$ cat config.mk
export PLATFORM = sky130hd
export DESIGN_NAME = hdd_request
export DESIGN_NICKNAME = d
export VERILOG_FILES = /design/src/common/sd_pkg.sv /design/src/hdd/hdd_request.sv
export VERILOG_INCLUDE_DIRS = /design/src /design/src/common
export SDC_FILE = /design/constraint.sdc
export NUM_CORES = 1
export LEC_CHECK = 0
export BUFFER_PORTS_ARGS = -buffer_cell sky130_fd_sc_hd__buf_4
export CAP_MARGIN = 15
export CORE_AREA = 2 2 54 56
export CTS_BUF_LIST = sky130_fd_sc_hd__clkbuf_8
export CTS_CLUSTER_SIZE = 8
export DETAILED_ROUTE_END_ITERATION = 10
export DIE_AREA = 0 0 56 58
export HOLD_SLACK_MARGIN = 0.06
export PLACE_DENSITY = 0.9
export SLEW_MARGIN = 15
export SYNTH_ARGS = -nofsm -noshare
export SYNTH_HDL_FRONTEND = slang
export SYNTH_SLANG_ARGS = --single-unit
$ cat constraint.sdc
create_clock -name clk_sys -period 2.3 [get_ports clk_sys]
set_clock_uncertainty 0.1 [all_clocks]
set_input_delay 0.115 -clock clk_sys [delete_from_list [all_inputs] [get_ports clk_sys]]
set_output_delay 0.115 -clock clk_sys [all_outputs]
set_load 0.02 [all_outputs]
$ cat src/common/disk_defines.svh
`ifndef DISK_DEFINES_SVH
`define DISK_DEFINES_SVH

// ==============================
// Floppy track geometry
// ==============================

// Blocks of 512 bytes in one track
`define SECTORS_PER_TRACK 13

// Byte offset inside one SD block
`define BLOCK_ADDR_W 9

// Block index inside one track
`define SECTOR_IDX_W 4

// Track number from the drive
`define TRACK_W 6

// Byte address across a whole track
`define TRACK_ADDR_W 13

// ==============================
// SD card addressing
// ==============================
`define LBA_W 32

`endif

$ cat src/common/sd_pkg.sv
`default_nettype none

`include "disk_defines.svh"

package sd_pkg;

	// ==============================
	// SD host block interface
	// ==============================

	// One channel's request, rd and wr are held levels
	typedef struct packed {
		logic             rd;
		logic             wr;
		logic [`LBA_W-1:0] lba;
	} sd_req_t;

	// Byte stream from the host during an acked block
	typedef struct packed {
		logic [`BLOCK_ADDR_W-1:0] addr;
		logic [7:0]               dout;
		// Strobe for dout into the block buffer
		logic                     wr;
	} sd_blk_t;

	// Image report, mounted is a single-cycle strobe
	// size and readonly are valid with it
	typedef struct packed {
		logic        mounted;
		logic        readonly;
		logic [63:0] size;
	} img_info_t;

endpackage

`default_nettype wire

$ cat src/hdd/hdd_request.sv
`timescale 1ns/10ps
`default_nettype none

`include "disk_defines.svh"

module hdd_request
	import sd_pkg::*;
(
	input  wire logic              clk_sys,
	input  wire logic              dd_reset,
	input  wire logic              hdd_read,
	input  wire logic              hdd_write,
	input  wire logic [`LBA_W-1:0] hdd_sector,
	input  wire img_info_t         img,
	input  wire logic              sd_ack1,
	output sd_req_t                sd_req1,
	output logic                   hdd_mounted,
	output logic                   hdd_protect,
	output logic                   cpu_wait_hdd
);

	// Low when waiting for a pending request
	logic busy;
	logic ack_d;
	logic ack_rise;
	logic ack_fall;
	logic rd_pending;
	logic wr_pending;
	logic req_rd;
	logic req_wr;

	assign ack_rise = sd_ack1 & ~ack_d;
	assign ack_fall = ~sd_ack1 & ack_d;

	// Sector number goes straight through to the host
	assign sd_req1.rd  = req_rd;
	assign sd_req1.wr  = req_wr;
	assign sd_req1.lba = hdd_sector;

	// ==============================
	// Mount status
	// ==============================
	// Survives a drive reset, only a new mount changes it
	always_ff @(posedge clk_sys) begin
		if (img.mounted) begin
			hdd_mounted <= (img.size != 0);
			hdd_protect <= img.readonly;
		end
	end

	// ==============================
	// Request handshake
	// ==============================
	always_ff @(posedge clk_sys) begin
		if (dd_reset) begin
			busy         <= 1'b0;
			ack_d        <= 1'b0;
			rd_pending   <= 1'b0;
			wr_pending   <= 1'b0;
			req_rd       <= 1'b0;
			req_wr       <= 1'b0;
			cpu_wait_hdd <= 1'b0;
		end else begin
			ack_d <= sd_ack1;

			// Strobes collect here, a served one is cleared on ack rise
			rd_pending <= (rd_pending & ~(busy & ack_rise & req_rd)) | hdd_read;
			wr_pending <= (wr_pending & ~(busy & ack_rise & req_wr)) | hdd_write;

			if (!busy) begin
				if (rd_pending | wr_pending) begin
					busy         <= 1'b1;
					// Read first when both are waiting
					req_rd       <= rd_pending;
					req_wr       <= wr_pending & ~rd_pending;
					cpu_wait_hdd <= 1'b1;
				end
			end else if (ack_rise) begin
				req_rd <= 1'b0;
				req_wr <= 1'b0;
			end else if (ack_fall) begin
				busy         <= 1'b0;
				cpu_wait_hdd <= 1'b0;
			end
		end
	end

endmodule

`default_nettype wire

# Yosys cells after proc, flatten, opt, wreduce, memory -nomap -nowiden
# Index checks and enable logic that the tools add are counted.
# W data, S select, Z words.
[word_totals]
regBits = 9
inputBits = 103
output_inout_bits = 37
wordCells = 45
[classes]
eq_ne = 3
muxes = 13
bitwise = 16
reduce_logical = 4
[ops]
columns = ["operator", "count"]
rows = [
  ["$reduce_bool A64 Y1", 1],
  ["$mux W1", 13],
  ["$and A1 B1 Y1", 8],
  ["$not A1 Y1", 5],
  ["$ne A2 B1 Y1 const B", 2],
  ["$or A1 B1 Y1", 3],
  ["$reduce_and A3 Y1", 1],
  ["$ne A2 B2 Y1 const B", 1],
  ["$reduce_and A2 Y1", 1],
  ["$reduce_bool A2 Y1", 1],
]

# Depth between registers and ports, before layout
# Gate-level depths: netlist of the first run.
[depth]
word_depth = 7
ltp_mapped = 3
ltp_nobuf = 3

# Worst setup path after synthesis of the first run
# No wires, ideal clock.
[synth_path]
path_type = "input to register"
start = "input img[0] (netlist name)"
end = "register hdd_mounted (data pin)"
setup_ns = 0.272
arrival_time_ns = 0.959
required_ns = 1.928
setup_slack_ns = 0.969
stages = 3
path_buffers = 0
cell_sequence = "nor4_1 > nand4_1 > or4_1"
[synth_between]
elab_chain_cells = 1
[synth_rtl]
columns = ["item", "line_no", "text"]
rows = [
  ["from (decl)", "hdd_request.sv:14", "input wire img_info_t img,"],
  ["$reduce_bool A64 Y1", "hdd_request.sv:46", "hdd_mounted <= (img.size != 0);"],
  ["to (signal assigned)", "hdd_request.sv:46", ""],
  ["to (decl)", "hdd_request.sv:17", "output logic hdd_mounted,"],
]
# Every way passes these cells.
# A chain may end at the register's enable or synchronous reset.

# Final worst setup path of the first run
[layout_path]
start = "input img[17] (netlist name)"
end = "register hdd_mounted (data pin)"
# Same word-level chain as after synthesis.

==> results of run 1 <==
## synthesized netlist by cell type (all sizes together)
| cell type | number | share of area |
|---|---|---|
| a21oi | 5 | 0.035 |
| buf | 34 | 0.36 |
| dfxtp | 7 | 0.20 |
| edfxtp | 2 | 0.084 |
| inv | 4 | 0.021 |
| nand2 | 2 | 0.011 |
| nand2b | 3 | 0.026 |
| nand3 | 1 | 0.0070 |
| nand3b | 1 | 0.011 |
| nand4 | 4 | 0.035 |
| nor2 | 1 | 0.0052 |
| nor2b | 1 | 0.0088 |
| nor4 | 16 | 0.15 |
| o21ai | 3 | 0.021 |
| o21bai | 1 | 0.011 |
| o32ai | 1 | 0.012 |
| or4 | 1 | 0.011 |
## what timing repair did
item,in CTS,in global routing
hold buffers,6,0
endpoints found under the hold margin,9,0
buffers inserted,0,0
## flip-flops by register name (all words and copies together), names as in the netlist
| signal | count |
|---|---|
| busy | 1 |
| req_wr | 1 |
| wr_pending | 1 |
| rd_pending | 1 |
| req_rd | 1 |
| hdd_protect | 1 |
| hdd_mounted | 1 |
| ack_d | 1 |
| cpu_wait_hdd | 1 |
## kinds of logic (layout without fill, tap and decap cells)
| family | Yosys count | count (layout) | share of synthesized area |
|---|---|---|---|
| AO/OA/AOI/OAI | 10 | 10 | 0.07880 |
| buffers and inverters | 38 | 89 | 0.3783 |
| flip-flops | 9 | 9 | 0.2802 |
| AND/OR/NAND/NOR | 30 | 30 | 0.2627 |
## where the power goes
part / internal [W] / switching, W / leakage (nW) / total [W]
clock: 0.000116 / 0.0000581 / 0.0269 / 0.000174
combinational: 0.000102 / 0.0000439 / 0.439 / 0.000146
sequential: 0.000174 / 0.00000798 / 0.0782 / 0.000182
## worst register-to-register path: cells and delay by family, from the launching register on
family	cells	cell delay, ns
AOI/OAI and AO/OA	2	0.29
DFF	1	0.38
and+or+nand+nor	1	0.15
## layout make-up
class	instances	area, sq um
timing repair buffer	81	623.1
clock inverter	1	3.754
clock buffer	3	41.29
fill	265	1496
multi-input combinational	40	244.0
sequential	9	200.2
inverter	4	15.01
tap	31	38.79
## layout by cell type, fill, tap and decap left out, drive strengths merged
cell type	netlist	final
buf	34	75
nor4	16	16
dfxtp	7	7
dlygate4sd3	0	6
a21oi	5	5
inv	4	5
nand4	4	4
o21ai	3	3
nand2b	3	3
clkbuf	0	3
nand2	2	2
edfxtp	2	2
or4	1	1
o21bai	1	1
o32ai	1	1
nor2	1	1
nor2b	1	1
nand3b	1	1
nand3	1	1
## layer usage
layer / global-route usage / routed length [um] / up-vias
met4: 0.05442 / 25 / 2
met5: 0.1111 / 51 / -
met3: 0.1719 / 677 / 6
met1: 0.1270 / 725 / 332
li1: - / - / 382
met2: 0.2605 / 1319 / 65
## worst max path at each step
| stage | from | endpoint | depth (start not counted) |
|---|---|---|---|
| 2_1_floorplan | img[0] | hdd_mounted | 3 |
| 3_3_place_gp | img[17] | hdd_mounted | 4 |
| 3_5_place_dp | img[17] | hdd_mounted | 4 |
| 4_1_cts | img[17] | hdd_mounted | 4 |
| 5_1_grt | img[17] | hdd_mounted | 4 |
| 6_report | img[17] | hdd_mounted | 4 |
## per-stage QoR
step                      cells  utilization
after floorplan              87            -
final                       169       0.4380
after global routing        169       0.4380
after CTS                   169       0.4380
after detailed placement    159       0.3985
after global placement      159       0.3985
==> results.tsv, run 1 <==
stage	metric	value	unit
clocking	CTS buffer count	3	
setup_path	Worst EP arrival	1.25	ns
timing	final period utilization	0.6079	
synth	Synth Warn #	0	
floorplanning	starting density of the core	0.2683	
status	status	complete, no violations	
routing	Via density	4.657	
placement	GPL Wtd Cong	0.8426	
hold_path	WHS Endpoint	sd_req1[14]	
final_layout	post-route cell area	1166	sq um
synth	Post-Syn Area per Cell	8.212	sq um
setup_path	Buf/Inv on CP	1	
placement	dpl hpwl	2.553	mm
clocking	clock tree from TritonCTS	yes	
clocking	CTS resizes	0	
floorplanning	width of the die	56	um
floorplanning	Rows	19	
setup_path	CP Class	in -> reg	
grt	Tot GR Track Use	0.1632	
floorplanning	IO Count	140	
setup_path	R2R depth	3	
timing	Worst Tran Pin Value	0.2945	ns
grt	largest net degree at the start of global routing	8	
timing	Slew Viols, Final	0	
synth	synthesized area	714.4	sq um
grt	vias in the first global route	761	
clocking	clk_lat worst skew	0.22	ns
clocking	Reg clk slew, reported paths	0.04	ns
grt	initial antenna violation count	0	
timing	RSZ-0062 raised after global routing	no	
timing	f_max	0.7152	GHz
placement	pre-CTS setup slack	0.6133	ns
power	maximum VDD drop	0.0003081	V
routing	1st-iter DRT viols	9	
setup_path	Slowest-stage cell, CP	or4_1	
timing	worst hold slack	0.1300	ns
routing	TritonRoute pass-1 iters	3	
run	Max-cap violations	0	
setup_path	crit-path cells	buf_4, nor4_1, nand4_1, or4_1	
power	total power	0.0005020	W
placement	placed cell areas	1061	sq um
timing	Fin. Hold Viols	0	
power	leakage power	0.5443	nW
synth	Synth cell types	18	
setup_path	flop2flop setup slack	1.26	ns
final_layout	fin nets	242	
synth	sequential area share after synthesis	0.2802	
setup_path	CP Data Required Time	2.16	ns
setup_path	Worst R2R End	rd_pending	
grt	first-pass GRT wire length	3.946	mm
setup_path	Largest delay share family, worst path	simple AND/OR/NAND/NOR gates	
routing	Antenna Violating Nets Remaining	0	
placement	Buffers on Ports	75	
timing	Worst Setup Slack, final	0.9018	ns
setup_path	CP max FO	1	
synth	Gate Count Post-Synth	87	
routing	DR vias	787	
clocking	Clock Sinks	9	
timing	final setup violation count	0	
hold_path	HP Start	hdd_sector[14]	
power	pwr/cell area	430.5	nW/um^2
clocking	clk buf depth	2	
grt	grt ovf	0	
synth	post-synth net total	190	
floorplanning	full die area	3248	sq um
setup_path	CP peak stage delay	0.54	ns
setup_path	Worst Setup Start Kind	input pin	
setup_path	crit end category	register	
hold_path	hold depth	0	
routing	final WL	2.799	mm
floorplanning	die span in y	58	um
setup_path	Critical R2R Launch	busy	
clocking	H-Tree Depth	1	
final_layout	n_diodes	0	
routing	routed len/inst	16.56	um
final_layout	Layout area overhead	63.22	%
timing	max_slew headroom	0.8019	
hold_path	hold crit path type	in -> out	
final_layout	layout cells sized above 1	0.5725	
timing	setup TNS	0	ns
synth	Yosys reg bits	9	
routing	drt drc	0	
clocking	root buffer cell	clkbuf_8	
timing	Final min period	1.398	ns
floorplanning	Core Area	2663	sq um
Note: power is estimated with default switching activity, not from simulation.
==> inputs of run 2 (changes only) <==
- CORE_AREA: 2 2 54 56 -> unset
- CORE_UTILIZATION: unset -> 26
- DIE_AREA: 0 0 56 58 -> unset
- PLACE_DENSITY: 0.9 -> 0.87
- clock period: 2.3 -> 1.3 ns (I/O delays scaled with it)
==> results.tsv, run 2 (same netlist as run 1, synthesis figures left out) <==
stage	metric	value	unit
clocking	clk buf depth	2	
routing	drt drc	0	
timing	max_slew headroom	0.8062	
final_layout	Fill cells	215	
placement	GPL Wtd Cong	0.7514	
clocking	H-Tree Depth	1	
final_layout	layout cells sized above 1	0.5146	
final_layout	Layout area overhead	118.4	%
clocking	CTS buffer count	3	
routing	Antenna Violating Nets Remaining	0	
floorplanning	die span in y	54.42	um
timing	Final min period	1.236	ns
timing	f_max	0.8089	GHz
grt	initial antenna violation count	0	
clocking	Reg clk slew, reported paths	0.04	ns
floorplanning	full die area	2962	sq um
final_layout	fin nets	275	
setup_path	Worst R2R End	wr_pending	
floorplanning	Rows	18	
setup_path	Critical R2R Launch	busy	
clocking	postcts setup bufs	0	
floorplanning	IO Count	140	
setup_path	flop2flop setup slack	0.28	ns
final_layout	most frequent cells in the layout	buf_4, dlygate4sd3_1, nor4_2, nor4_1, dfxtp_1	
placement	dpl hpwl	2.342	mm
grt	Tot GR Track Use	0.1943	
setup_path	CP most frequent cell	buf_4	
timing	final period utilization	0.9509	
hold_path	HP Start	img[22]	
floorplanning	width of the die	54.42	um
run	Max-cap violations	0	
clocking	Clock Sinks	9	
setup_path	R2R depth	3	
timing	Slew Viols, Final	0	
hold_path	hold depth	4	
status	status	complete, no violations	
timing	final setup violation count	0	
setup_path	CP peak stage delay	0.40	ns
setup_path	Worst Setup Start Kind	input pin	
setup_path	CP Data Required Time	1.16	ns
final_layout	n_diodes	0	
placement	Buffers on Ports	75	
clocking	root buffer cell	clkbuf_8	
timing	Worst Tran Pin Value	0.2881	ns
floorplanning	Core Area	2545	sq um
hold_path	WHS Endpoint	hdd_mounted	
clocking	clock tree from TritonCTS	yes	
grt	first-pass GRT wire length	4.022	mm
power	leakage power	0.6902	nW
grt	vias in the first global route	916	
power	total power	0.001069	W
power	pwr/cell area	685.1	nW/um^2
routing	TritonRoute pass-1 iters	2	
hold_path	hold crit path type	in -> reg	
setup_path	crit-path cells	buf_4, nor4_2, buf_4, nand4_1, or4_1	
setup_path	crit end category	register	
routing	final WL	3.183	mm
grt	largest net degree at the start of global routing	8	
routing	1st-iter DRT viols	5	
power	maximum VDD drop	0.0006258	V
floorplanning	starting density of the core	0.2807	
setup_path	Worst EP arrival	1.10	ns
clocking	clk_lat worst skew	0.23	ns
timing	Fin. Hold Viols	0	
routing	routed len/inst	15.84	um
setup_path	CP max FO	1	
timing	Worst Setup Slack, final	0.06379	ns
final_layout	most common cell after layout, fill and taps aside	buf_4	
placement	pre-CTS setup slack	-0.2246	ns
setup_path	Slowest-stage cell, CP	or4_1	
setup_path	CP Class	in -> reg	
grt	grt ovf	0	
routing	Via density	4.632	
routing	DR vias	931	
## run 2: what timing repair did
action / CTS / global route
hold endpoints to repair: 42 / 0
hold buffers: 38 / 0
resized for setup: 0 / 10
setup endpoints to repair: 0 / 1
## run 2: worst max-delay path, delay by kind of cell
family | cells | cell delay, ns
simple gates | 3 | 0.76
buf+inv | 2 | 0.27
## run 2: metrics by stage
| stage | cells | instance area, sq um | hold WS (ns) | TNS (ns) | utilization |
|---|---|---|---|---|---|
| after floorplan | 87 | 714.4 | 0.03407 | 0 | - |
| after global placement | 160 | 1075 | 0.03016 | -0.2573 | 0.4223 |
| after detailed placement | 160 | 1075 | 0.03016 | -0.2246 | 0.4223 |
| after CTS | 202 | 1500 | 0.09309 | 0 | 0.5895 |
| after global routing | 201 | 1560 | 0.1122 | -0.002883 | 0.6131 |
| final | 201 | 1560 | 0.1001 | 0 | 0.6131 |
## run 2: how the worst max path moves through the flow
stage | slack [ns] | end | from
4_1_cts | 0.007 | hdd_mounted | img[46]
5_1_grt | -0.003 | hdd_mounted | img[32]
3_3_place_gp | -0.26 | hdd_mounted | img[46]
6_report | 0.06 | hdd_mounted | img[52]
2_1_floorplan | 0.02 | hdd_mounted | img[0]
3_5_place_dp | -0.22 | hdd_mounted | img[0]
## run 2: power breakdown
part | leakage, nW | internal (W) | switching, W
logic | 0.585 | 0.000253 | 0.000185
registers | 0.0782 | 0.000309 | 0.0000149
clock network | 0.0269 | 0.000205 | 0.000102
## run 2: area by class of cell
type                       instances  area [sq um]  area share
inverter                           4         15.01    0.009623
clock inverter                     1         3.754    0.002406
timing repair buffer             114         950.9      0.6095
clock buffer                       3         41.29     0.02646
sequential                         9         200.2      0.1283
multi-input combinational         40         311.5      0.1997
tap                               30         37.54     0.02406
## run 2: layer usage
metal | part of all wire | global-route usage | wire length, um
met4 | 0.0072 | 0.03846 | 23
met3 | 0.067 | 0.05000 | 213
met1 | 0.35 | 0.2112 | 1119
met2 | 0.57 | 0.3720 | 1826
met5 | 0 | 0 | 0
==> inputs of run 3 (changes only) <==
- CORE_MARGIN: unset -> 2
==> results.tsv, run 3 (same netlist as run 1, synthesis figures left out) <==
stage	metric	value	unit
status	status	complete, no violations	
routing	drt drc	0	
final_layout	layout cells sized above 1	0.5235	
clocking	clk_lat worst skew	0.23	ns
setup_path	crit-path cells	buf_4, nor4_2, nand4_1, or4_1	
routing	Via density	4.762	
routing	routed len/inst	17.11	um
final_layout	Layout area overhead	122.2	%
power	pwr/cell area	675.9	nW/um^2
setup_path	CP peak stage delay	0.49	ns
floorplanning	IO Count	140	
grt	Tot GR Track Use	0.2068	
clocking	H-Tree Depth	1	
timing	Worst Tran Pin Value	0.2570	ns
timing	Final min period	1.250	ns
timing	Slew Viols, Final	0	
timing	Worst Setup Slack, final	0.05039	ns
clocking	postcts setup bufs	0	
final_layout	Fill cells	225	
setup_path	Critical R2R Launch	busy	
final_layout	most common cell after layout, fill and taps aside	buf_4	
setup_path	Largest delay share family, worst path	simple AND/OR/NAND/NOR gates	
final_layout	most frequent cells in the layout	buf_4, dlygate4sd3_1, nor4_2	
placement	GPL Wtd Cong	0.8941	
floorplanning	starting density of the core	0.2660	
run	Max-cap violations	0	
placement	placed cells	159	
grt	grt ovf	0	
grt	largest net degree at the start of global routing	8	
clocking	Clock Sinks	9	
timing	Fin. Hold Viols	0	
clocking	root buffer cell	clkbuf_8	
clocking	Reg clk slew, reported paths	0.04	ns
floorplanning	full die area	3183	sq um
routing	Antenna Violating Nets Remaining	0	
grt	first-pass GRT wire length	5.016	mm
final_layout	post-route insts no fill	206	
setup_path	Crit. Startpoint	img[3]	
floorplanning	Core Area	2686	sq um
placement	pre-CTS setup slack	-0.2292	ns
timing	f_max	0.8002	GHz
clocking	clk buf depth	2	
grt	vias in the first global route	1068	
setup_path	Buf/Inv on CP	1	
floorplanning	Rows	19	
routing	1st-iter DRT viols	23	
setup_path	Worst Setup Start Kind	input pin	
final_layout	fin nets	274	
clocking	clock tree from TritonCTS	yes	
routing	TritonRoute pass-1 iters	4	
final_layout	Multi-input gate area	332.8	sq um
routing	final WL	3.525	mm
setup_path	CP max FO	1	
setup_path	CP Data Required Time	1.16	ns
clocking	CTS buffer count	3	
placement	Buffers on Ports	75	
power	maximum VDD drop	0.0007144	V
floorplanning	width of the die	56.42	um
setup_path	Worst EP arrival	1.11	ns
timing	final setup violation count	0	
power	leakage power	0.6873	nW
routing	DR vias	981	
timing	final period utilization	0.9612	
hold_path	HP Start	img[27]	
setup_path	crit end category	register	
timing	max_slew headroom	0.8271	
placement	dpl hpwl	2.573	mm
final_layout	register area	200.2	sq um
setup_path	Slowest-stage cell, CP	or4_1	
grt	initial antenna violation count	5	
setup_path	CP Class	in -> reg	
hold_path	hold crit path type	in -> reg	
floorplanning	die span in y	56.42	um
[run 3: repair_timing]
action,4_1_cts,5_1_grt
endpoints found under the hold margin,42,0
endpoints found under the setup margin,0,1
hold buffers,38,0
gates resized for setup,0,13
[run 3: report_power, final]
part | leakage (nW) | switching, W | internal, W
sequential | 0.0782 | 0.0000138 | 0.000309
clock | 0.0269 | 0.0000989 | 0.000205
combinational | 0.582 | 0.000193 | 0.000255
total | 0.687 | 0.000305 | 0.000768
[run 3: layer usage]
metal	global-route usage	share of wire	wire [um]	vias to the layer above
met2	0.3721	0.51	1784	84
met3	0.09217	0.14	494	12
met5	0	0	0	-
met1	0.2034	0.32	1143	427
met4	0.08503	0.029	102	0
li1	-	-	-	458
[run 3: tightest hold or removal path, delay by kind of cell]
family	cells	cell delay [ns]
AND/OR/NAND/NOR	3	0.18
buffers and inverters	1	0.08
[run 3: final timing paths]
check                endpoint  slack, ns  depth (start not counted)
setup / recovery  hdd_mounted       0.05                          4
hold / removal    hdd_mounted       0.11                          4
setup reg to reg   wr_pending       0.24                          3
hold reg to reg        req_wr       0.37                          2
[run 3: cell type report]
| cell class | instances | area share |
|---|---|---|
| Antenna cell | 5 | 0.007880 |
| Clock buffer | 3 | 0.02600 |
| Clock inverter | 1 | 0.002364 |
| Inverter | 4 | 0.009456 |
| Multi-Input combinational cell | 40 | 0.2096 |
| Sequential cell | 9 | 0.1261 |
| Tap cell | 31 | 0.02443 |
| Timing Repair Buffer | 113 | 0.5942 |
[run 3: per-stage QoR]
step	cell area (sq um)	hold WS [ns]	util	TNS [ns]	power, W
5_1_grt	1588	0.1329	0.5911	-0.009301	0.001125
2_1_floorplan	714.4	0.03407	-	0	0.0005285
3_3_place_gp	1061	0.03014	0.3950	-0.2535	0.0005674
6_report	1588	0.1069	0.5911	0	0.001073
4_1_cts	1486	0.1124	0.5533	0	0.001046
3_5_place_dp	1061	0.03014	0.3950	-0.2292	0.0005712
