<file path="src/common/disk_defines.svh">
`ifndef DISK_DEFINES_SVH
`define DISK_DEFINES_SVH

// ==============================
// Floppy track geometry
// ==============================

// Blocks of 512 bytes in one track
`define SECTORS_PER_TRACK 13

// Byte offset inside one SD block
`define BLOCK_ADDR_W 9

// Block index inside one track
`define SECTOR_IDX_W 4

// Track number from the drive
`define TRACK_W 6

// Byte address across a whole track
`define TRACK_ADDR_W 13

// ==============================
// SD card addressing
// ==============================
`define LBA_W 32

`endif

</file>
<file path="src/common/disk_pkg.sv">
`default_nettype none

`include "disk_defines.svh"

package disk_pkg;

	// ==============================
	// Track addressing
	// ==============================

	// Sector index in the top bits, byte offset below
	typedef struct packed {
		logic [`SECTOR_IDX_W-1:0] sector;
		logic [`BLOCK_ADDR_W-1:0] offset;
	} sector_off_t;

	// One 13-bit word, seen flat by the drive
	// or split into sector and offset by the SD side
	typedef union packed {
		logic [`TRACK_ADDR_W-1:0] flat;
		sector_off_t              so;
	} track_addr_u;

	// Track number as reported by the drive
	typedef logic [`TRACK_W-1:0] track_t;

	// ==============================
	// Drive side of the track buffer
	// ==============================

	// Address, single-cycle write strobe and byte to write
	typedef struct packed {
		track_addr_u addr;
		logic        we;
		logic [7:0]  wdata;
	} drive_port_t;

	// Track sequencer FSM
	typedef enum logic [1:0] {
		SEQ_IDLE     = 2'b00,
		// Write-back of a dirty track
		SEQ_WRITE    = 2'b01,
		SEQ_RD_START = 2'b10,
		SEQ_READ     = 2'b11
	} seq_state_t;

endpackage

`default_nettype wire

</file>
<file path="src/common/sd_pkg.sv">
`default_nettype none

`include "disk_defines.svh"

package sd_pkg;

	// ==============================
	// SD host block interface
	// ==============================

	// One channel's request, rd and wr are held levels
	typedef struct packed {
		logic             rd;
		logic             wr;
		logic [`LBA_W-1:0] lba;
	} sd_req_t;

	// Byte stream from the host during an acked block
	typedef struct packed {
		logic [`BLOCK_ADDR_W-1:0] addr;
		logic [7:0]               dout;
		// Strobe for dout into the block buffer
		logic                     wr;
	} sd_blk_t;

	// Image report, mounted is a single-cycle strobe
	// size and readonly are valid with it
	typedef struct packed {
		logic        mounted;
		logic        readonly;
		logic [63:0] size;
	} img_info_t;

endpackage

`default_nettype wire

</file>
<file path="src/floppy/track_sequencer.sv">
`timescale 1ns/10ps
`default_nettype none

`include "disk_defines.svh"

module track_sequencer
	import disk_pkg::*, sd_pkg::*;
(
	input  wire logic                     clk_sys,
	input  wire logic                     dd_reset,
	input  wire track_t                   track,
	input  wire logic                     drive_wr,
	input  wire img_info_t                img,
	input  wire logic                     sd_ack0,
	output sd_req_t                       sd_req0,
	output logic [`SECTOR_IDX_W-1:0]      sd_sector,
	output logic                          cpu_wait_fdd
);

	seq_state_t         state;
	track_t             cur_track;
	logic               ack_d;
	logic               ack_rise;
	logic               ack_fall;
	logic               req_rd;
	logic               req_wr;
	logic [`LBA_W-1:0]  lba;
	// Buffer holds drive writes not yet on the card
	logic               dirty;
	// Mount of a nonempty image asks for the track again
	logic               reload;
	// Image status, kept across a drive reset
	logic               img_ok;
	logic               change;
	logic               last_sector;

	assign ack_rise = sd_ack0 & ~ack_d;
	assign ack_fall = ~sd_ack0 & ack_d;

	// Something to do only with a usable image
	assign change = ((cur_track != track) | reload) & img_ok;

	assign last_sector = (sd_sector == `SECTORS_PER_TRACK - 1);

	assign sd_req0.rd  = req_rd;
	assign sd_req0.wr  = req_wr;
	assign sd_req0.lba = lba;

	// ==============================
	// Image status latch
	// ==============================
	always_ff @(posedge clk_sys) begin
		if (img.mounted) begin
			img_ok <= (img.size != 0);
		end
	end

	// ==============================
	// Track FSM
	// ==============================
	always_ff @(posedge clk_sys) begin
		if (dd_reset) begin
			state        <= SEQ_IDLE;
			ack_d        <= 1'b0;
			req_rd       <= 1'b0;
			req_wr       <= 1'b0;
			cpu_wait_fdd <= 1'b0;
			dirty        <= 1'b0;
			reload       <= 1'b0;
			sd_sector    <= '0;
		end else begin
			ack_d <= sd_ack0;

			case (state)
				SEQ_IDLE: begin
					if (change) begin
						if (dirty) begin
							// Old track goes back to the card first
							dirty        <= 1'b0;
							sd_sector    <= '0;
							lba          <= `SECTORS_PER_TRACK * cur_track;
							req_wr       <= 1'b1;
							cpu_wait_fdd <= 1'b1;
							state        <= SEQ_WRITE;
						end else begin
							state <= SEQ_RD_START;
						end
					end
				end

				SEQ_WRITE: begin
					if (ack_rise) begin
						lba <= lba + 1'b1;
						// Host has taken the last request of the track
						if (last_sector) req_wr <= 1'b0;
					end else if (ack_fall) begin
						sd_sector <= sd_sector + 1'b1;
						if (!req_wr) state <= SEQ_RD_START;
					end
				end

				SEQ_RD_START: begin
					cur_track    <= track;
					reload       <= 1'b0;
					sd_sector    <= '0;
					lba          <= `SECTORS_PER_TRACK * track;
					req_rd       <= 1'b1;
					cpu_wait_fdd <= 1'b1;
					state        <= SEQ_READ;
				end

				SEQ_READ: begin
					if (ack_rise) begin
						lba <= lba + 1'b1;
						if (last_sector) req_rd <= 1'b0;
					end else if (ack_fall) begin
						sd_sector <= sd_sector + 1'b1;
						// CPU waits for the whole track, not per block
						if (!req_rd) begin
							cpu_wait_fdd <= 1'b0;
							state        <= SEQ_IDLE;
						end
					end
				end

				default: state <= SEQ_IDLE;
			endcase

			// Drive writes mark the cached track
			if (drive_wr) dirty <= 1'b1;

			// New image wins over everything
			// Old buffer contents never reach it
			if (img.mounted) begin
				dirty  <= 1'b0;
				reload <= (img.size != 0);
			end
		end
	end

endmodule

`default_nettype wire

</file>
<file path="config.mk">
export PLATFORM = sky130hd
export DESIGN_NAME = track_sequencer
export DESIGN_NICKNAME = d
export VERILOG_FILES = /design/src/common/disk_pkg.sv /design/src/common/sd_pkg.sv /design/src/floppy/track_sequencer.sv
export VERILOG_INCLUDE_DIRS = /design/src /design/src/common
export SDC_FILE = /design/constraint.sdc
export NUM_CORES = 1
export LEC_CHECK = 0
export ABC_AREA = 1
export ABC_CLOCK_PERIOD_IN_PS = 6100
export BUFFER_PORTS_ARGS = -buffer_cell sky130_fd_sc_hd__buf_2
export CORE_MARGIN = 2
export CORE_UTILIZATION = 45
export DETAILED_ROUTE_END_ITERATION = 8
export PLACE_DENSITY_LB_ADDON = 0.3
export SLEW_MARGIN = 10
export SYNTH_ARGS = -nofsm -noshare
export SYNTH_HDL_FRONTEND = slang
export SYNTH_SLANG_ARGS = --single-unit
</file>
<file path="constraint.sdc">
create_clock -name clk_sys -period 6.1 [get_ports clk_sys]
set_clock_uncertainty 0.05 [all_clocks]
set_input_delay 1.83 -clock clk_sys [delete_from_list [all_inputs] [get_ports clk_sys]]
set_output_delay 1.83 -clock clk_sys [all_outputs]
set_load 0.05 [all_outputs]
</file>
Word-level counts from Yosys, hierarchy flattened
Cells that the tools add are included.
- $mul: 2
- bitwise gates (word level): 7
- multiplexer cells: 33
- reductions and logical operators: 18
- $add $sub $neg: 2
- eq/ne operators: 20
- operator list (cell ; number):
    2-to-1 mux 32 bit ; 3
    one-hot mux 32 bit (3 select lines) ; 1
    nonzero test 64 bit ; 1
    adder 32 x 1 -> 32 bit (second input constant) ; 1
    inequality test 2 bit (second input constant) ; 13
    multiplier 4 x 6 -> 10 bit (first input constant) ; 2
    2-to-1 mux 2 bit ; 8
    2-to-1 mux 4 bit ; 4
    2-to-1 mux 1 bit ; 12
    one-hot mux 4 bit (3 select lines) ; 1
    nonzero test 2 bit ; 5
    one-hot mux 2 bit (4 select lines) ; 1
    AND reduction 4 bit ; 2
    AND reduction 7 bit ; 1
    inequality test 6 bit ; 1
    AND reduction 6 bit ; 1
    AND reduction 5 bit ; 1
    adder 4 x 1 -> 4 bit (second input constant) ; 1
    == test 2 bit (second input constant) ; 2
    == test 4 bit (second input constant) ; 1
    inequality test 2 x 1 -> 1 bit (second input constant) ; 2
    one-hot mux 1 bit (2 select lines) ; 2
    AND reduction 2 bit ; 2
    OR reduction 2 bit ; 2
    other kinds (8) ; 12
- output and inout bits: 39
- logic and storage cells: 93
- input port bits: 76
- flip-flop bits (word level): 51

Depth between registers and ports, before layout
Gate-level depths: netlist of run 1.
- depth in word-level cells: 6
- mapped depth: 15
- depth with buffers taken out: 15

Worst setup path before layout of run 1
OpenSTA, ideal clock, no wires.
- kind: input to register
- start point: in track[5]
- end point: reg lba[0] (enable)
- data arrival time: 4846 ps
- cell stages on the path: 9
- slack: 734 ps
- required time: 5580 ps
- library setup time: 470 ps
- buffers on the path: 0
- cells stage by stage: inv_1 > nand2_1 > o21ai_0 > nor2_1 > nand3_1 > nand2_1 > nand2_2 > nand2_1 > a211oi_1
- word-level cells in the longest chain between the ends: 5
- ends and longest elaborated chain (what ; RTL line ; RTL):
    from (decl) ; track_sequencer.sv:11 ; input wire track_t track,
    inequality test 6 bit ; track_sequencer.sv:41 ; assign change = ((cur_track != track) | reload) & img_ok;
    OR 1 bit ; track_sequencer.sv:41 ;
    bitwise AND 1 bit ; track_sequencer.sv:41 ;
    inequality test 2 bit (no line) ; - ;
    AND reduction 4 bit (no line) ; - ;
    to (signal assigned) ; track_sequencer.sv:81 ; lba <= `SECTORS_PER_TRACK * cur_track;
    to (signal assigned) ; track_sequencer.sv:93 ; lba <= lba + 1'b1;
    to (signal assigned) ; track_sequencer.sv:106 ; lba <= `SECTORS_PER_TRACK * track;
    to (decl) ; track_sequencer.sv:27 ; logic [`LBA_W-1:0] lba;
No other way between the ends.
A chain may end at the register's enable or synchronous reset.

Worst setup path in the final report of run 1
- start point: in track[1]
- end point: reg lba[9], data pin
- word-level cells in the longest chain between the ends: 2
- ends and longest elaborated chain (what ; RTL line ; RTL):
    multiplier 4 x 6 -> 10 bit (no line) ; - ;
    one-hot mux 32 bit (3 select lines) ; track_sequencer.sv:74 ; case (state)
No other way between the ends.

==> results.py, run 1 <==
metrics = {
    "floorplanning": {
        "io_pins": 115,
        "die_h_um": 102,
        "row_count": 35,
        "coreArea_um2": 9240,
        "die_w_um": 102,
        "start_util_pct": 46.5,
        "dieArea_um2": 10300,
    },
    "yosys": {
        "yosysTopAreaCell": "edfxtp_1",
        "synth_common_cells": "100 x nand2_1, 77 x nor2_1, 76 x inv_1",
        "avgSynthCellArea_um2": 7.76,
        "yosysMostFrequentCell": "nand2_1",
        "synth.top_cell.area_share_pct": 27.3,
        "ys_ff_latch": 51,
        "syn_nets": 674,
        "synth_warnings": 0,
        "yosysSeqAreaShare_pct": 32.9,
        "yosys-top-cells-area": "edfxtp_1 27%, ha_1 11%, nand2_1 8.7%",
        "synth-async-reset-ratio_pct": 0,
        "synth_edf_count": 39,
        "ys_types": 40,
        "syn_inst": 553,
        "ys.flop_type": "edfxtp_1",
        "synthesis.area_um2": 4290,
    },
    "critical_path": {
        "crit_family": "adder cells",
        "r2r-end": "lba[7]",
        "cp_max_fo": 5,
        "cp-start-kind": "primary input",
        "cpPeakStageDelay_ns": 0.55,
        "endpoint_kind": "flop",
        "worst-path-buf-inv": 3,
        "worst_r2r_path_depth": 7,
        "r2r_setup_slack_ns": 3.07,
        "required_ns": 6.11,
        "r2r-start": "state[0]",
        "critPathKind": "primary input to flop",
        "cp_data_arrival_time_ns": 4.23,
        "path_cells": "buf_2 > ha_1 > fa_1 > inv_1 > fa_1 > inv_1 > nand3_1 > nand2_1 > nand2_1 > nand2_1 > a21oi_1 > or2_2 > nand3_1 > nand3_1",
        "crit_path_top_delay_cell": "fa_1",
    },
    "timing": {
        "min_period_ns": 4.22,
        "timing.slew.headroom_pct": 37.9,
        "fin_crit_sh_pct": 69.2,
        "rsz0062_at_grt": "no",
        "slew_violations": 0,
        "setup_tns_ns": 0,
        "setup_viol": 0,
        "max_freq_mhz": 237,
        "hold_viol": 0,
        "tightestPinTransition_ns": 0.931,
    },
    "grt": {
        "grt_max_degree": 33,
        "gr-max-usage-layer": "met2",
        "grt_use_met1_pct": 26.4,
        "gr-usage-met3_pct": 3.38,
        "grt.met2_usage_pct": 41.9,
        "grt_util_all_layers_pct": 22.7,
        "grt_pass1_vias": 4270,
        "antenna_found_initial": 0,
        "grt_overflow": 0,
        "grt_pass1_wl_mm": 18.7,
    },
    "clock_tree": {
        "cts_max_path_buffers": 2,
        "cts.clk_slew.worst_paths_ns": 0.10,
        "cts_setup_buffers": 0,
        "clock_latency_ns": 0.31,
        "cts_tree": "yes",
        "cts_root_buf": "clkbuf_8",
        "cts.sinks": 51,
        "cts_hold_buffers": 0,
        "cts_resized": 0,
        "h-tree-depth": 2,
        "cts_inserted_buffers": 5,
    },
    "job": {
        "drv_cap": 0,
    },
    "layout": {
        "drive_gt1_share_pct": 25.1,
        "n_antenna_cell": 0,
        "syn_to_final_growth_pct": 19.1,
        "nets": 786,
        "fin_util_pct": 55.3,
        "fillers": 926,
    },
    "route": {
        "drt-pass1-iter-count": 5,
        "drt-total-wl_mm": 11.3,
        "detail_route.vias_per_cell": 5.32,
        "post-route-drc-count": 0,
        "final_antenna_net_count": 0,
        "first_iter_violations": 183,
        "avgRoutedWirePerCell_um": 14.2,
        "vias": 4231,
    },
    "power": {
        "irDropWorstVdd_v": 0.000167,
        "p_sw_share_pct": 51.6,
        "seqPwrFrac_pct": 31.7,
        "comb_power_share_pct": 55.8,
        "p_int_uw": 925,
        "leakagePower_nw": 2.36,
        "pwr-share-clk_pct": 12.5,
        "p_switching_uw": 987,
        "power_density_nw_per_um2": 374,
    },
    "placed_design": {
        "gp_congestion": 0.988,
        "hpwl_mm": 9.09,
        "io_buffers": 113,
    },
    "hold_path": {
        "whs_path_depth": 2,
        "hold_end": "cpu_wait_fdd",
        "min_path_type": "flop to flop",
        "hp-start": "cpu_wait_fdd",
    },
    "status": {
        "status": "finished, final reports clean",
    },
}
[cells by family (layout without fill, tap and decap cells)]
logic type,Yosys count,count (layout),share of synthesized area [%]
buffers and inverters,89,202,8.04
flip-flops,51,51,32.9
AND/OR/NAND/NOR,288,288,33.5
adder cells (fa/ha/maj),45,45,14.2
AO/OA/AOI/OAI,67,67,8.74
XOR/XNOR,13,13,2.65
[state kept, by name, summed over array words and instances (netlist names)]
| register | count |
|---|---|
| dirty | 1 |
| req_wr | 1 |
| state | 2 |
| req_rd | 1 |
| reload | 1 |
| cpu_wait_fdd | 1 |
| sd_sector | 4 |
| lba | 32 |
| cur_track | 6 |
| img_ok | 1 |
| ack_d | 1 |
[cell usage in the layout (no fill, tap or decap), types with 5 or more instances in the layout]
| cell type | count |
|---|---|
| nor3_4 | 5 |
| o21ai_0 | 17 |
| fa_1 | 6 |
| ha_1 | 39 |
| clkbuf_8 | 6 |
| dfxtp_1 | 12 |
| xor2_1 | 11 |
| buf_2 | 113 |
| nor4_1 | 8 |
| inv_1 | 76 |
| nand3_1 | 27 |
| or2_2 | 5 |
| nor2_1 | 77 |
| nand3b_1 | 6 |
| nor2_2 | 8 |
| nand2_1 | 100 |
| nor3_2 | 7 |
| edfxtp_1 | 39 |
| nor3_1 | 12 |
| a21oi_1 | 34 |
| nand4_1 | 18 |
| nand2_2 | 5 |
[cell type report]
class	count	area, um^2	area share, %
Clock inverter	1	8.76	0.171
Tap cell	129	161	3.16
Multi-Input combinational cell	413	2550	49.9
Clock buffer	7	108	2.11
Timing Repair Buffer	114	573	11.2
Inverter	80	300	5.88
Sequential cell	51	1410	27.6
[worst reg2reg max path: cells and delay by family (launching register included)]
family,cells,cell delay [ns]
buffers and inverters,3,0.84
flip-flops,1,0.37
AO/OA/AOI/OAI,1,0.04
AND/OR/NAND/NOR,2,0.64
adder cells (fa/ha/maj),1,0.79
[worst max-delay path by stage]
stage	start	end	slack (ns)	depth (start not counted)
floorplan	track[5]	lba[0]	0.73	9
CTS	track[1]	lba[9]	1.90	14
global placement	track[1]	lba[9]	1.62	14
detailed placement	track[1]	lba[9]	1.58	14
finish	track[1]	lba[9]	1.88	14
global route	track[1]	lba[9]	1.74	14
[per-layer routing]
metal / wire, um / share of wire (%)
met5: 0 / 0
met3: 776 / 6.9
met1: 4510 / 40
met4: 298 / 2.6
met2: 5690 / 50
[through the flow]
stage / hold slack [ns] / total power, mW / instance area [um^2] / std cells / worst slack (ns)
3_3_place_gp: 0.403 / 1.65 / 4990 / 787 / 1.62
2_1_floorplan: 0.403 / 1.42 / 4290 / 553 / 0.734
6_report: 0.418 / 1.91 / 5110 / 795 / 1.88
5_1_grt: 0.455 / 2.06 / 5110 / 795 / 1.74
3_5_place_dp: 0.405 / 1.68 / 4990 / 787 / 1.58
4_1_cts: 0.426 / 1.92 / 5110 / 795 / 1.90
[power by group through the flow]
stage                     clock, mW  sequential, mW  combinational, mW
after floorplan                   0           0.806              0.610
after detailed placement          0           0.614               1.06
after global routing          0.254           0.622               1.18
final                         0.240           0.606               1.07
after global placement            0           0.610               1.04
after CTS                     0.245           0.606               1.07
No activity file was read; power rests on OpenSTA's default activity.
==> inputs of run 2 (changes only) <==
--- a/config.mk
+++ b/config.mk
@@ -7,7 +7,7 @@
 export NUM_CORES = 1
 export LEC_CHECK = 0
 export ABC_AREA = 1
-export ABC_CLOCK_PERIOD_IN_PS = 6100
+export ABC_CLOCK_PERIOD_IN_PS = 4200
 export BUFFER_PORTS_ARGS = -buffer_cell sky130_fd_sc_hd__buf_2
 export CORE_MARGIN = 2
 export CORE_UTILIZATION = 45
==> constraint.sdc (replaced) <==
create_clock -name clk_sys -period 4.2 [get_ports clk_sys]
set_clock_uncertainty 0.05 [all_clocks]
set_input_delay 1.26 -clock clk_sys [delete_from_list [all_inputs] [get_ports clk_sys]]
set_output_delay 1.26 -clock clk_sys [all_outputs]
set_load 0.05 [all_outputs]
==> results.py, run 2 (synthesis results as in run 1) <==
metrics = {
    "clock_tree": {
        "cts.clk_slew.worst_paths_ns": 0.10,
        "cts_resized": 0,
        "cts_hold_buffers": 0,
        "h-tree-depth": 2,
        "cts.sinks": 51,
        "clock_latency_ns": 0.32,
        "cts_inserted_buffers": 5,
        "cts_tree": "yes",
        "cts_setup_buffers": 0,
        "cts_root_buf": "clkbuf_8",
        "cts_max_path_buffers": 2,
    },
    "placed_design": {
        "gp_congestion": 0.975,
        "io_buffers": 113,
        "hpwl_mm": 9.14,
    },
    "layout": {
        "final_common_cell": "buf_2",
        "top_register": "lba",
        "n_antenna_cell": 0,
        "nets": 786,
        "top_regs": "lba (32), cur_track (6), sd_sector (4)",
        "syn_to_final_growth_pct": 18.9,
        "largest_reg_flops": 32,
        "drive_gt1_share_pct": 25.1,
        "fin_util_pct": 55.3,
        "layout_common_cells": "113 x buf_2, 100 x nand2_1, 77 x nor2_1",
    },
    "floorplanning": {
        "dieArea_um2": 10300,
        "coreArea_um2": 9240,
        "row_count": 35,
        "start_util_pct": 46.5,
        "die_w_um": 102,
        "die_h_um": 102,
        "io_pins": 115,
    },
    "grt": {
        "grt_max_degree": 33,
        "grt_pass1_vias": 4098,
        "grt_pass1_wl_mm": 18.5,
        "grt_overflow": 0,
        "antenna_found_initial": 0,
        "grt_util_all_layers_pct": 22.6,
    },
    "route": {
        "post-route-drc-count": 0,
        "drt-total-wl_mm": 11.1,
        "final_antenna_net_count": 0,
        "avgRoutedWirePerCell_um": 14.0,
        "drt-pass1-iter-count": 5,
        "detail_route.vias_per_cell": 5.21,
        "vias": 4139,
        "first_iter_violations": 112,
    },
    "critical_path": {
        "required_ns": 4.22,
        "cp-start-kind": "primary input",
        "endpoint_kind": "flop",
        "cpPeakStageDelay_ns": 0.54,
        "cp_max_fo": 5,
        "crit_path_top_delay_cell": "fa_1",
        "path_cells": "buf_2 > ha_1 > fa_1 > inv_1 > fa_1 > inv_1 > nand3_1 > nand2_1 > nand2_1 > nand2_1 > a21oi_1 > or2_2 > nand3_1 > nand3_1",
        "cp_data_arrival_time_ns": 3.62,
        "critPathKind": "primary input to flop",
    },
    "hold_path": {
        "min_path_type": "flop to flop",
    },
    "timing": {
        "slew_violations": 0,
        "setup_tns_ns": 0,
        "max_freq_mhz": 278,
        "min_period_ns": 3.60,
        "fin_crit_sh_pct": 85.8,
        "timing.slew.headroom_pct": 38.8,
        "rsz0062_at_grt": "no",
        "hold_viol": 0,
        "tightestPinTransition_ns": 0.918,
        "setup_viol": 0,
    },
    "status": {
        "status": "finished, final reports clean",
    },
    "power": {
        "leakagePower_nw": 2.35,
        "irDropWorstVdd_v": 0.000283,
        "power_density_nw_per_um2": 541,
    },
    "job": {
        "drv_cap": 0,
    },
}
-- run 2: worst paths after layout --
kind	to	slack (ns)	from	cells past startpoint
hold reg to reg	cpu_wait_fdd	0.43	cpu_wait_fdd	2
setup / recovery	lba[9]	0.60	track[1]	14
hold / removal	cpu_wait_fdd	0.43	cpu_wait_fdd	2
setup reg to reg	lba[12]	1.21	state[0]	7
-- run 2: through the flow --
step	hold slack (ns)	instance area [um^2]	setup slack (ns)	std cells	power, mW
after floorplan	0.403	4300	0.509	553	2.06
after global placement	0.402	4990	0.303	787	2.39
after detailed placement	0.420	4990	0.276	787	2.43
after CTS	0.438	5110	0.599	795	2.77
after global routing	0.479	5110	0.479	795	2.99
final	0.431	5110	0.597	795	2.76
-- run 2: power breakdown --
| part | total (mW) | internal (mW) | switching, mW |
|---|---|---|---|
| clock network | 0.340 | 0.157 | 0.183 |
| registers | 0.880 | 0.733 | 0.147 |
| logic | 1.54 | 0.441 | 1.10 |
| total | 2.76 | 1.33 | 1.43 |
-- run 2: metal layers --
layer	track usage [%]	wire length, um	vias up
met4	5.51	167	0
li1	-	-	2079
met1	26.8	4530	1888
met5	0	0	-
met2	42.4	5720	157
met3	3.66	722	15
-- run 2: final cells by class --
class,instances,area [um^2]
Fill cell,896,4130
Multi-Input combinational cell,413,2550
Sequential cell,51,1410
Timing Repair Buffer,114,573
Inverter,80,300
Tap cell,129,161
Clock buffer,6,93.8
Clock inverter,2,17.5
-- run 2: worst max-delay path: cells and delay by family --
family	cells	cell delay [ns]
fa+ha+maj	3	1.31
simple gates	7	0.70
buf+inv	3	0.28
compound gates	1	0.06
==> inputs of run 3 (changes only) <==
--- a/config.mk
+++ b/config.mk
@@ -13,6 +13,7 @@
 export CORE_UTILIZATION = 45
 export DETAILED_ROUTE_END_ITERATION = 8
 export PLACE_DENSITY_LB_ADDON = 0.3
+export RECOVER_POWER = 50
 export SLEW_MARGIN = 10
 export SYNTH_ARGS = -nofsm -noshare
 export SYNTH_HDL_FRONTEND = slang
==> results.py, run 3 (synthesis results as in run 1) <==
metrics = {
    "grt": {
        "grt_overflow": 0,
        "grt_pass1_wl_mm": 18.5,
        "antenna_found_initial": 0,
        "grt_util_all_layers_pct": 22.6,
        "grt_pass1_vias": 4098,
        "grt_max_degree": 33,
    },
    "critical_path": {
        "cp_max_fo": 6,
        "crit_path_top_delay_cell": "fa_1",
        "required_ns": 4.22,
        "cp-start-kind": "primary input",
        "endpoint_kind": "flop",
        "critPathKind": "primary input to flop",
        "worst-path-buf-inv": 3,
        "path_cells": "clkbuf_1 > ha_1 > fa_1 > inv_1 > fa_1 > inv_1 > nand3_1 > nand2_1 > nand2_1 > nand2_1 > a21oi_1 > or2_2 > nand3_1 > nand3_1",
        "cp.depth": 14,
        "cp_data_arrival_time_ns": 3.67,
        "cpPeakStageDelay_ns": 0.54,
        "worst_r2r_path_depth": 7,
        "crit_family": "adder cells",
    },
    "power": {
        "irDropWorstVdd_v": 0.000279,
        "finalPower_mw": 2.73,
        "leakagePower_nw": 2.24,
        "power_density_nw_per_um2": 542,
    },
    "clock_tree": {
        "h-tree-depth": 2,
        "cts.sinks": 51,
        "cts_setup_buffers": 0,
        "cts_root_buf": "clkbuf_8",
        "cts.clk_slew.worst_paths_ns": 0.10,
        "cts_inserted_buffers": 5,
        "cts_tree": "yes",
        "cts_max_path_buffers": 2,
        "cts_resized": 0,
        "clock_latency_ns": 0.32,
        "cts_hold_buffers": 0,
    },
    "route": {
        "drt-total-wl_mm": 11.2,
        "first_iter_violations": 113,
        "post-route-drc-count": 0,
        "final_antenna_net_count": 0,
        "detail_route.vias_per_cell": 5.18,
        "avgRoutedWirePerCell_um": 14.1,
        "drt-pass1-iter-count": 4,
        "vias": 4122,
    },
    "layout": {
        "final_common_cell": "nand2_1",
        "n_antenna_cell": 0,
        "nets": 786,
        "largest_reg_flops": 32,
        "layout_common_cells": "100 x nand2_1, 81 x nor2_1, 78 x buf_2",
        "fin_util_pct": 54.5,
        "top_register": "lba",
        "drive_gt1_share_pct": 19.1,
        "multi_input_area_um2": 2520,
        "syn_to_final_growth_pct": 17.3,
        "ff_latch_area_um2": 1410,
        "fillers": 920,
        "top_regs": "lba (32), cur_track (6), sd_sector (4)",
    },
    "placed_design": {
        "gp_congestion": 0.975,
        "io_buffers": 113,
        "hpwl_mm": 9.14,
    },
    "status": {
        "status": "finished, final reports clean",
    },
    "timing": {
        "fin_crit_sh_pct": 87.0,
        "setup_tns_ns": 0,
        "max_freq_mhz": 274,
        "whs_ns": 0.432,
        "slew_violations": 0,
        "tightestPinTransition_ns": 0.989,
        "setup_viol": 0,
        "hold_viol": 0,
        "min_period_ns": 3.65,
        "timing.slew.headroom_pct": 33.8,
        "rsz0062_at_grt": "no",
    },
    "floorplanning": {
        "die_h_um": 102,
        "die_w_um": 102,
        "io_pins": 115,
        "dieArea_um2": 10300,
        "row_count": 35,
        "coreArea_um2": 9240,
        "start_util_pct": 46.5,
    },
    "job": {
        "drv_cap": 0,
    },
    "hold_path": {
        "min_path_type": "flop to flop",
        "whs_path_depth": 2,
    },
}
[run 3: changes by cell type in the layout (fill, tap and decap cells not counted)]
| cell | change |
|---|---|
| buf_2 | -35 |
| nor2_4 | -1 |
| nor3_4 | -1 |
| nor2_1 | +4 |
| o21ai_1 | -1 |
| nor2_2 | -3 |
| o21ai_0 | +1 |
| nor3_1 | +1 |
| clkbuf_1 | +35 |
[run 3: per-layer routing]
metal  routed length (um)  global-route usage [%]  vias to the layer above
met5                    0                       0                        -
met4                  167                    5.51                        0
met3                  687                    3.66                       15
met2                 5700                    42.4                      148
met1                 4620                    26.8                     1877
li1                     -                       -                     2082
[run 3: path summary, 6_finish.rpt]
check                  to  slack, ns          from
min          cpu_wait_fdd       0.43  cpu_wait_fdd
min reg2reg  cpu_wait_fdd       0.43  cpu_wait_fdd
max                lba[9]       0.55      track[2]
max reg2reg       lba[12]       1.24      state[0]
[run 3: layout make-up]
class / instances / share of cell area (%)
tap: 129 / 3.20
inverter: 80 / 5.96
multi-input combinational: 413 / 50.1
timing repair buffer: 114 / 10.5
clock inverter: 2 / 0.348
clock buffer: 6 / 1.86
sequential: 51 / 28.0
[run 3: report_power, final]
group          switching, mW  internal, mW  leakage [nW]
combinational           1.09         0.415          1.72
clock                  0.183         0.157        0.0569
sequential             0.149         0.733         0.467
[run 3: worst reg2reg max path, stage by stage, from the launching register on]
cell and delay, ns:
dfxtp_1 0.38, inv_1 0.13, ha_1 0.74, inv_1 0.41, or2_2 0.48, nand2_1 0.14, a211oi_4 0.04, buf_4 0.29
[run 3: metrics by stage]
stage | std cells | worst slack (ns) | area [um^2]
2_1_floorplan | 553 | 0.509 | 4300
3_3_place_gp | 787 | 0.303 | 4990
3_5_place_dp | 787 | 0.276 | 4990
4_1_cts | 795 | 0.599 | 5110
5_1_grt | 795 | 0.362 | 5040
6_report | 795 | 0.547 | 5040
